$ cat src/mac_pkg.sv
// Vector MAC unit
// Shared types and constants

package mac_pkg;

  //////////////////////////////////////////////////////////////////////
  // Widths
  //////////////////////////////////////////////////////////////////////

  // Operand and result width
  localparam int unsigned DATA_WIDTH = 32;

  // Used low bits of the configuration word
  localparam int unsigned CFG_WIDTH = 7;

  // Lane counts of the vector views
  localparam int unsigned NUM_HALVES = 2;
  localparam int unsigned NUM_BYTES  = 4;

  //////////////////////////////////////////////////////////////////////
  // Configuration
  //////////////////////////////////////////////////////////////////////

  // Vector mode codes
  typedef enum logic [1:0] {
    // One full-width product
    VEC_MODE32  = 2'd0,
    // Two independent 16-bit lanes
    VEC_MODE16  = 2'd1,
    // Four independent 8-bit lanes
    VEC_MODE8   = 2'd2,
    // Selected 16-bit halves, extended to full width
    VEC_MODE216 = 2'd3
  } vec_mode_e;

  // Configuration word, MSB first
  // sel_subword[1] picks upper half of A, [0] upper half of B
  // signed_mode[1] sign-extends A, [0] sign-extends B
  typedef struct packed {
    vec_mode_e  vector_mode;
    logic [1:0] sel_subword;
    logic [1:0] signed_mode;
    logic       mac_en;
  } mac_cfg_t;

  //////////////////////////////////////////////////////////////////////
  // Datapath views
  //////////////////////////////////////////////////////////////////////

  // Operand word, decoded as one value or as lanes
  typedef union packed {
    logic [DATA_WIDTH-1:0]                          w32;
    logic [NUM_HALVES-1:0][DATA_WIDTH/NUM_HALVES-1:0] h;
    logic [NUM_BYTES-1:0][DATA_WIDTH/NUM_BYTES-1:0]   b;
  } mac_word_u;

  // Sticky status flags
  typedef struct packed {
    logic carry;
    logic overflow;
  } mac_flags_t;

endpackage
$ cat src/mac_cfg_regs.sv
// MAC configuration register

`timescale 1ns/1ps

module mac_cfg_regs
(
  input  logic                           clk_i,
  input  logic                           arst_n_i,

  // Write port
  input  logic                           cfg_we_i,
  input  logic [mac_pkg::DATA_WIDTH-1:0] cfg_wdata_i,

  // Datapath view and readback
  output mac_pkg::mac_cfg_t              cfg_o,
  output logic [mac_pkg::DATA_WIDTH-1:0] cfg_rdata_o
);

  import mac_pkg::*;

  // Stored configuration
  mac_cfg_t cfg_q;

  // Next value, built from the low data bits
  mac_cfg_t cfg_d;

  //////////////////////////////////////////////////////////////////////
  // Write
  //////////////////////////////////////////////////////////////////////

  // Upper data bits have no storage behind them
  assign cfg_d = mac_cfg_t'(cfg_wdata_i[CFG_WIDTH-1:0]);

  // Reset gives 32-bit mode, unsigned, no accumulation
  always_ff @(posedge clk_i or negedge arst_n_i)
  begin
    if (!arst_n_i)
    begin
      cfg_q <= '0;
    end
    else if (cfg_we_i)
    begin
      cfg_q <= cfg_d;
    end
  end

  //////////////////////////////////////////////////////////////////////
  // Read
  //////////////////////////////////////////////////////////////////////

  // Datapath sees the register directly
  // An operation in the write cycle still uses the old value
  assign cfg_o = cfg_q;

  // Readback is zero-extended to word width
  assign cfg_rdata_o = {{(DATA_WIDTH-CFG_WIDTH){1'b0}}, cfg_q};

endmodule

$ cat config.mk
export PLATFORM = sky130hd
export DESIGN_NAME = mac_cfg_regs
export DESIGN_NICKNAME = d
export VERILOG_FILES = /design/src/mac_pkg.sv /design/src/mac_cfg_regs.sv
export SDC_FILE = /design/constraint.sdc
export NUM_CORES = 1
export LEC_CHECK = 0
export ABC_AREA = 1
export BUFFER_PORTS_ARGS = -buffer_cell sky130_fd_sc_hd__buf_2
export CORE_MARGIN = 5
export CORE_UTILIZATION = 26
export DETAILED_ROUTE_END_ITERATION = 6
export GPL_ROUTABILITY_DRIVEN = 0
export PLACE_DENSITY = 0.81
export SYNTH_ARGS = -nofsm -noshare
export SYNTH_HDL_FRONTEND = slang
export SYNTH_SLANG_ARGS = --single-unit
$ cat constraint.sdc
create_clock -name clk_i -period 0.8 [get_ports clk_i]
set_input_delay 0.08 -clock clk_i [delete_from_list [all_inputs] [get_ports clk_i]]
set_output_delay 0.08 -clock clk_i [all_outputs]
set_load 0.005 [all_outputs]
==> flow_summary_export.csv <==
group,metric,value,unit
run_status,status,"finished, violations left",
run_status,violations,"negative setup slack",
sta,grt_setup_unrepaired,"yes",
min_path,hold_class,"primary input to register",
synth,synth_seq_cells,7,
worst_setup_path,reg2reg_from,"cfg_o[1]$_DFFE_PN0P_",
worst_setup_path,path_delay_family,"flip-flops",
placed_design,io_buffers,23,
min_path,holdPathStages,3,
min_path,hold_end,"cfg_o[3]$_DFFE_PN0P_",
layout,drive_gt1_share,36.05,%
synth,synth_top_area_share,46.83,%
clocking,cts.sinks,7,
worst_setup_path,r2r_cells,3,
worst_setup_path,path_depth,1,
drt,drcViolationCount,0,
drt,wl_per_cell,8.159,µm
worst_setup_path,ff2ff_setup_slack,0.07,ns
pwr,leakage,0.3655,nW
drt,totalWireLength,922,µm
floorplan,die_y,54.42,µm
floorplan,rows,16,
layout,area_delta_synth_final,10.49,%
worst_setup_path,path_buf_inv,1,
synth,synth_top_family_by_area,"buffers and inverters",
worst_setup_path,crit_fanout,3,
synth,synthXorXnorAreaFrac,0,%
worst_setup_path,start_kind,"register",
sta,fmaxAchievable,1186,MHz
drt,drt_iter0_markers,15,
sta,setup_violations,14,
synth,synth_compound_area_share,0,%
layout,num-fill-cells,230,
global_routing,grt_max_degree,9,
floorplan,core_area,0.001922,mm²
layout,n_antenna_cell,0,
worst_setup_path,cp_data_arrival_time,0.76,ns
clocking,root_buffer,"clkbuf_4",
sta,clock-skew-final,0,ns
global_routing,antenna_found_initial,0,
worst_setup_path,cp_data_required_time,0.72,ns
worst_setup_path,critPathKind,"register to output port",
pwr,p_comb_share,21.5,%
worst_setup_path,crit_path_end_kind,"output port",
pwr,peakVddDrop,0.0004789,V
worst_setup_path,max_stage_delay,0.38,ns
worst_setup_path,reg2reg_to,"cfg_o[1]$_DFFE_PN0P_",
pwr,switching_share,26.91,%
pwr,seqPwrFrac,44.4,%
synth,syn_avg_cell_area,8.143,µm²
global_routing,grt-ovfl-total,0,
pwr,intPower,0.6704,mW
sta,finalHoldViolCount,0,
layout,largest_reg_flops,7,
placed_design,dpl.hpwl,803.5,µm
sta,layout_setup_ws,-0.04322,ns
clocking,clockBufferDepth,2,
synth,synth.area.mux_share,0,%
clocking,cts_buffers,3,
layout,nNetsFinal,122,
drt,drt_pass1_iterations,4,
synth,ys_types,6,
pwr,pwr_density_cell,1618,mW/mm²
floorplan,die_width,54.42,µm
placed_design,dpl_worst_slack,0.1858,ns
synth,syn_area,513.0,µm²
synth,yosysSeqAreaShare,34.15,%
sta,min_period,0.8432,ns
min_path,holdCritStartpoint,"cfg_wdata_i[3]",
floorplan,initial_utilization,26.69,%
synth,synth_area_leaders,"buf_4 47%, dfrtp_1 34%, nand2_1 15%",
drt,antenna_left,0,
synth,yosys.area.top_type,"buf_4",
floorplan,die_area,0.002962,mm²
clocking,cts_max_level,1,
sta,fin_crit_sh,105.4,%
drt,vias,363,
clocking,postCtsResizedCells,0,
sta,hold_ws,0.02790,ns
clocking,clk_pin_slew,0.05,ns
drt,avgViaCountPerCell,3.212,
floorplan,num_io_pins,74,
pwr,power.switching,0.2468,mW
flow_run,maxCapViolCount,0,
synth,synthAdderAreaFrac,0,%
synth,yosysWarnings,0,
sta,finalSetupTns,-0.5723,ns
sta,drv_slew,0,
clocking,clock_latency,0.25,ns
global_routing,grt_pass1_wl,1.200,mm
worst_setup_path,path_cells,"buf_2",
global_routing,first_global_vias,295,
worst_setup_path,slowest_stage,"dfrtp_1",
global_routing,track_usage,6.172,%
clocking,cts_tree,"yes",
synth,yosys.area_share.simple,15.37,%
synth,netlist_instances,63,
pwr,p_total,0.9173,mW
pwr,pwr-share-clk,34.1,%
## cell type report
cell class              count  area, µm²  area share (%)
multi-input cells          46      172.7           30.46
inverters                   1      3.754          0.6623
repair buffers             28      155.1           27.37
clock buffers               4      26.28           4.636
well taps                  27      33.78           5.960
flip-flops and latches      7      175.2           30.91
## layer usage
metal  GRT usage, %  share of wire, %
met4          4.979               2.9
met2          9.163                50
met1          6.250                31
met5              0                 0
met3          3.542                15
## layout by cell type (no fill, tap or decap)
cell,instances
conb_1,25
clkbuf_4,3
dfrtp_1,7
inv_2,1
nand2_1,21
buf_2,23
clkbuf_1,1
dlygate4sd3_1,1
buf_4,4
## kinds of logic (layout without fill, tap and decap cells)
family,after synthesis,after routing
buffers and inverters,34,33
AND/OR/NAND/NOR,21,21
flip-flops,7,7
other,1,25
## through the flow
stage                     area (µm²)  utilization, %  instances
after floorplan                603.1               -         87
after global placement         500.5           26.04        104
after global routing           566.8           29.49        113
final                          566.8           29.49        113
after CTS                      551.8           28.71        111
after detailed placement       500.5           26.04        104
## timing repair
action / in CTS / in global routing
endpoints found under the hold margin: 7 / 0
setup endpoints to repair: 14 / 14
hold buffers: 1 / 0
setup buffers: 2 / 2
## worst max-delay path by stage
stage	startpoint	end	slack (ns)
floorplan	cfg_o[0]$_DFFE_PN0P_	cfg_o[0]$_DFFE_PN0P_	0.20
CTS	cfg_o[3]$_DFFE_PN0P_	cfg_o[3]	-0.06
global placement	cfg_o[3]$_DFFE_PN0P_	cfg_o[3]$_DFFE_PN0P_	0.20
detailed placement	cfg_o[3]$_DFFE_PN0P_	cfg_o[3]$_DFFE_PN0P_	0.19
global route	cfg_o[3]$_DFFE_PN0P_	cfg_rdata_o[3]	-0.09
finish	cfg_o[3]$_DFFE_PN0P_	cfg_o[3]	-0.04
## Yosys cell counts
library cell and n:
nand2_1 21, inv_2 1, conb_1 1, dfrtp_1 7, buf_6 1, buf_4 32
## power groups by stage
stage / combinational [mW] / sequential (mW) / clock [mW]
floorplan: 0.203 / 0.417 / 0
global placement: 0.165 / 0.413 / 0
detailed placement: 0.167 / 0.415 / 0
CTS: 0.185 / 0.409 / 0.324
global route: 0.227 / 0.413 / 0.347
finish: 0.197 / 0.407 / 0.313
No activity file was read; power rests on OpenSTA's default activity.
