--- config.mk ---
export PLATFORM = sky130hd
export DESIGN_NAME = mac_accum
export DESIGN_NICKNAME = d
export VERILOG_FILES = /design/src/mac_pkg.sv /design/src/mac_accum.sv
export SDC_FILE = /design/constraint.sdc
export NUM_CORES = 1
export LEC_CHECK = 0
export BUFFER_PORTS_ARGS = -buffer_cell sky130_fd_sc_hd__buf_2
export CAP_MARGIN = 20
export CORE_MARGIN = 3
export CORE_UTILIZATION = 45
export CTS_BUF_LIST = sky130_fd_sc_hd__clkbuf_8 sky130_fd_sc_hd__clkbuf_16
export DETAILED_ROUTE_END_ITERATION = 10
export PLACE_DENSITY = 0.74
export SLEW_MARGIN = 10
export SYNTH_ARGS = -nofsm -noshare
export SYNTH_HDL_FRONTEND = slang
export SYNTH_SLANG_ARGS = --single-unit
--- constraint.sdc ---
create_clock -name clk_i -period 1.1 [get_ports clk_i]
set_input_delay 0.165 -clock clk_i [delete_from_list [all_inputs] [get_ports clk_i]]
set_output_delay 0.165 -clock clk_i [all_outputs]
set_load 0.02 [all_outputs]
--- src/mac_pkg.sv ---
// Vector MAC unit
// Shared types and constants

package mac_pkg;

  //////////////////////////////////////////////////////////////////////
  // Widths
  //////////////////////////////////////////////////////////////////////

  // Operand and result width
  localparam int unsigned DATA_WIDTH = 32;

  // Used low bits of the configuration word
  localparam int unsigned CFG_WIDTH = 7;

  // Lane counts of the vector views
  localparam int unsigned NUM_HALVES = 2;
  localparam int unsigned NUM_BYTES  = 4;

  //////////////////////////////////////////////////////////////////////
  // Configuration
  //////////////////////////////////////////////////////////////////////

  // Vector mode codes
  typedef enum logic [1:0] {
    // One full-width product
    VEC_MODE32  = 2'd0,
    // Two independent 16-bit lanes
    VEC_MODE16  = 2'd1,
    // Four independent 8-bit lanes
    VEC_MODE8   = 2'd2,
    // Selected 16-bit halves, extended to full width
    VEC_MODE216 = 2'd3
  } vec_mode_e;

  // Configuration word, MSB first
  // sel_subword[1] picks upper half of A, [0] upper half of B
  // signed_mode[1] sign-extends A, [0] sign-extends B
  typedef struct packed {
    vec_mode_e  vector_mode;
    logic [1:0] sel_subword;
    logic [1:0] signed_mode;
    logic       mac_en;
  } mac_cfg_t;

  //////////////////////////////////////////////////////////////////////
  // Datapath views
  //////////////////////////////////////////////////////////////////////

  // Operand word, decoded as one value or as lanes
  typedef union packed {
    logic [DATA_WIDTH-1:0]                          w32;
    logic [NUM_HALVES-1:0][DATA_WIDTH/NUM_HALVES-1:0] h;
    logic [NUM_BYTES-1:0][DATA_WIDTH/NUM_BYTES-1:0]   b;
  } mac_word_u;

  // Sticky status flags
  typedef struct packed {
    logic carry;
    logic overflow;
  } mac_flags_t;

endpackage
--- src/mac_accum.sv ---
// MAC accumulator and sticky flags

`timescale 1ns/1ps

module mac_accum
(
  input  logic                           clk_i,
  input  logic                           arst_n_i,

  // Control
  input  logic                           op_valid_i,
  input  logic                           acc_clear_i,
  input  logic                           mac_en_i,

  // From multiplier
  input  logic [mac_pkg::DATA_WIDTH-1:0] mul_result_i,
  input  logic                           mul_carry_i,
  input  logic                           mul_overflow_i,

  // To multiplier
  output logic [mac_pkg::DATA_WIDTH-1:0] acc_base_o,

  // Result and status
  output logic [mac_pkg::DATA_WIDTH-1:0] result_o,
  output logic                           result_valid_o,
  output mac_pkg::mac_flags_t            flags_o
);

  import mac_pkg::*;

  // Accumulator and shown result
  logic [DATA_WIDTH-1:0] acc_q;
  logic [DATA_WIDTH-1:0] result_q;
  logic                  valid_q;

  // Flag state
  mac_flags_t flags_q;
  mac_flags_t flags_base;
  mac_flags_t op_flags;

  //////////////////////////////////////////////////////////////////////
  // Accumulate base
  //////////////////////////////////////////////////////////////////////

  // A clear in the same cycle gives a zero base
  assign acc_base_o = acc_clear_i ? '0 : acc_q;
  assign flags_base = acc_clear_i ? '0 : flags_q;

  // Flags count only while accumulating
  assign op_flags.carry    = mac_en_i & mul_carry_i;
  assign op_flags.overflow = mac_en_i & mul_overflow_i;

  //////////////////////////////////////////////////////////////////////
  // Registers
  //////////////////////////////////////////////////////////////////////

  always_ff @(posedge clk_i or negedge arst_n_i)
  begin
    if (!arst_n_i)
    begin
      acc_q    <= '0;
      result_q <= '0;
      valid_q  <= 1'b0;
      flags_q  <= '0;
    end
    else
    begin
      // One-cycle strobe, fixed latency
      valid_q <= op_valid_i;

      if (op_valid_i)
      begin
        acc_q    <= mul_result_i;
        result_q <= mul_result_i;
        // Sticky, cleared first when a clear comes along
        flags_q  <= flags_base | op_flags;
      end
      else if (acc_clear_i)
      begin
        // Shown result holds until the next operation
        acc_q   <= '0;
        flags_q <= '0;
      end
    end
  end

  assign result_o       = result_q;
  assign result_valid_o = valid_q;
  assign flags_o        = flags_q;

endmodule

==> impl_metrics.tcl <==
set metrics [dict create \
    worst_r2r_path_depth 4 \
    dieArea_sq_um 7350 \
    crit_type "reg -> out" \
    antennaDiodeCount 0 \
    setup_viol 33 \
    place_congestion 0.716 \
    synth_area_sq_um 2860 \
    hold_depth 3 \
    die_h_um 85.7 \
    track_usage 0.179 \
    dpl.cell_count 354 \
    synthCells 179 \
    synth.avg_cell_area_sq_um 16.0 \
    drt_pass1_iterations 4 \
    clock_latency_ns 0.33 \
    synth_warnings 0 \
    vias 1849 \
    startpoint "acc_q[31]$_DFF_PN0_" \
    final_util 0.712 \
    area_growth_pct 50.0 \
    syn-num-nets 218 \
    grt_pass1_wl_um 10100 \
    timing.slew.headroom 0.765 \
    leakagePower_nw 2.17 \
    cp.depth 2 \
    crit_family "flip-flops" \
    finalPower_w 0.00622 \
    irDropWorstVdd_mv 0.934 \
    cts_tree "built" \
    cts_max_level 3 \
    worst_slew_pin_slew_ns 0.352 \
    crit_buf_inv 1 \
    core-area_sq_um 6030 \
    cp.required_ns 0.94 \
    synth.top_cell.area_share 0.586 \
    fin_ws_ns -0.0783 \
    preCtsSetupSlack_ns 0.0520 \
    r2r_slack_ns -0.04 \
    drc 0 \
    num_rows 28 \
    slew_violations 0 \
    port_buffers 105 \
    grt_pass1_vias 2010 \
    wl_um 6260 \
    nets 350 \
    min_from "mul_overflow_i" \
    worstSetupEndpointType "primary output" \
    drive_above_1_share 0.755 \
    hold_viol_final 0 \
    routed_via_density 4.75 \
    slowest_delay_ns 0.36 \
    hpwl_um 3890 \
    critPathArrivalTime_ns 1.01 \
    fp.dieW_um 85.7 \
    cap_violations 0 \
    initial_utilization 0.475 \
    layout_commonest_cell "buf_2" \
    globalRouteOverflowTotal 0 \
    drt-wirelength-per-cell_um 16.1 \
    max_freq_mhz 849 \
    power.density_nw_per_um2 1450 \
    period_share 1.07 \
    antenna_found_initial 0 \
    drt_iter0_drc 42 \
    fin_skew_ns 0 \
    yosys-top-cells-area "dfrtp_1, mux2_4, mux2_2" \
    most-common-layout-cells "buf_2, dfrtp_1, mux2_4" \
    grt_setup_unrepaired "yes" \
    cp_max_fo 2 \
    clk_pin_slew_ns 0.08 \
    violations "setup timing" \
    holdPathEnd "flags_o[0]$_DFF_PN0_" \
    reg2reg_to "acc_q[1]$_DFF_PN0_" \
    fin_cells 389 \
    cts_buffer_depth 2 \
    io_pins 106 \
    cts_buffers 9 \
    crit_path_top_delay_cell "dfrtp_1" \
    cts_sinks 67 \
    synth_top_cell_by_area "dfrtp_1" \
    period_needed_ns 1.18 \
    grt_max_degree 68 \
    synth_cell_types 11 \
    ys_ff_latch 67 \
    ant_nets 0 \
    whs_ns 0.0669 \
    worstPathCellList "and2b_1 > buf_6" \
    cts_root_buffer "clkbuf_8" \
    ys_seq_area_frac 0.586 \
    fill_cells 435 \
    hp-class "in -> reg" \
    worstSetupStartpointType "flop" \
    worstReg2RegStart "acc_q[1]$_DFF_PN0_" \
    status "finished with violations" \
]
## report_power, final
group          internal [W]  switching (W)  leakage, nW
combinational      0.000718       0.000645         1.25
sequential          0.00268      0.0000907        0.812
clock               0.00121       0.000884        0.104
total               0.00460        0.00162         2.17
## Yosys cell counts
cell     number
and2b_1       3
buf_2         2
buf_4         3
buf_6         5
dfrtp_1      67
inv_1         2
mux2_2       26
mux2_4       38
nand3_1       2
nor2b_1      29
o21ai_0       2
## per-stage QoR
stage	TNS [ns]	instance area, sq um
2_1_floorplan	0	2860
3_3_place_gp	0	3490
3_5_place_dp	0	3490
4_1_cts	-1.08	4210
5_1_grt	-2.33	4290
6_report	-0.836	4290
## worst max-delay path by stage
stage	to	slack, ns
3_5_place_dp	acc_base_o[20]	0.05
2_1_floorplan	acc_q[0]$_DFF_PN0_	0.14
5_1_grt	acc_base_o[5]	-0.13
6_report	acc_base_o[31]	-0.08
3_3_place_gp	acc_base_o[20]	0.06
4_1_cts	acc_base_o[1]	-0.08
## worst register-to-register path, delay by kind of cell, from the launching register on
family	cells	cell delay, ns
DFF	1	0.37
muxes	1	0.26
buffers and inverters	2	0.23
and+or+nand+nor	1	0.17
## sequential cells by signal (all words and copies together), names as in the netlist
name,flops
result_o,32
flags_o,2
acc_q,32
result_valid_o,1
## metal layers
metal  vias up  part of all wire  track usage
met2        62              0.53        0.299
met5         -                 0            0
met3         4             0.051       0.0528
met4         0            0.0040       0.0532
met1       923              0.42        0.225
li1        860                 -            -
## final cells by class
class	count	area [sq um]	share of cell area
Sequential cell	67	1680	0.391
Timing Repair Buffer	131	1010	0.235
Multi-Input combinational cell	100	1310	0.304
Inverter	2	7.51	0.00175
Tap cell	75	93.8	0.0219
Clock buffer	12	165	0.0385
Clock inverter	2	35.0	0.00817
## kinds of logic after synthesis
kind of cell	count (synthesis)	synth area share
compound gates	2	0.00350
buf+inv	12	0.0337
flops	67	0.586
mux	64	0.302
simple gates	34	0.0748
## repair_timing
item | 4_1_cts | 5_1_grt
hold buffers | 1 | 0
gates cloned | 0 | 0
setup buffers | 12 | 8
setup endpoints to repair | 32 | 32
endpoints found under the hold margin | 67 | 0
resized for setup | 122 | 5
No activity file was read; power rests on OpenSTA's default activity.
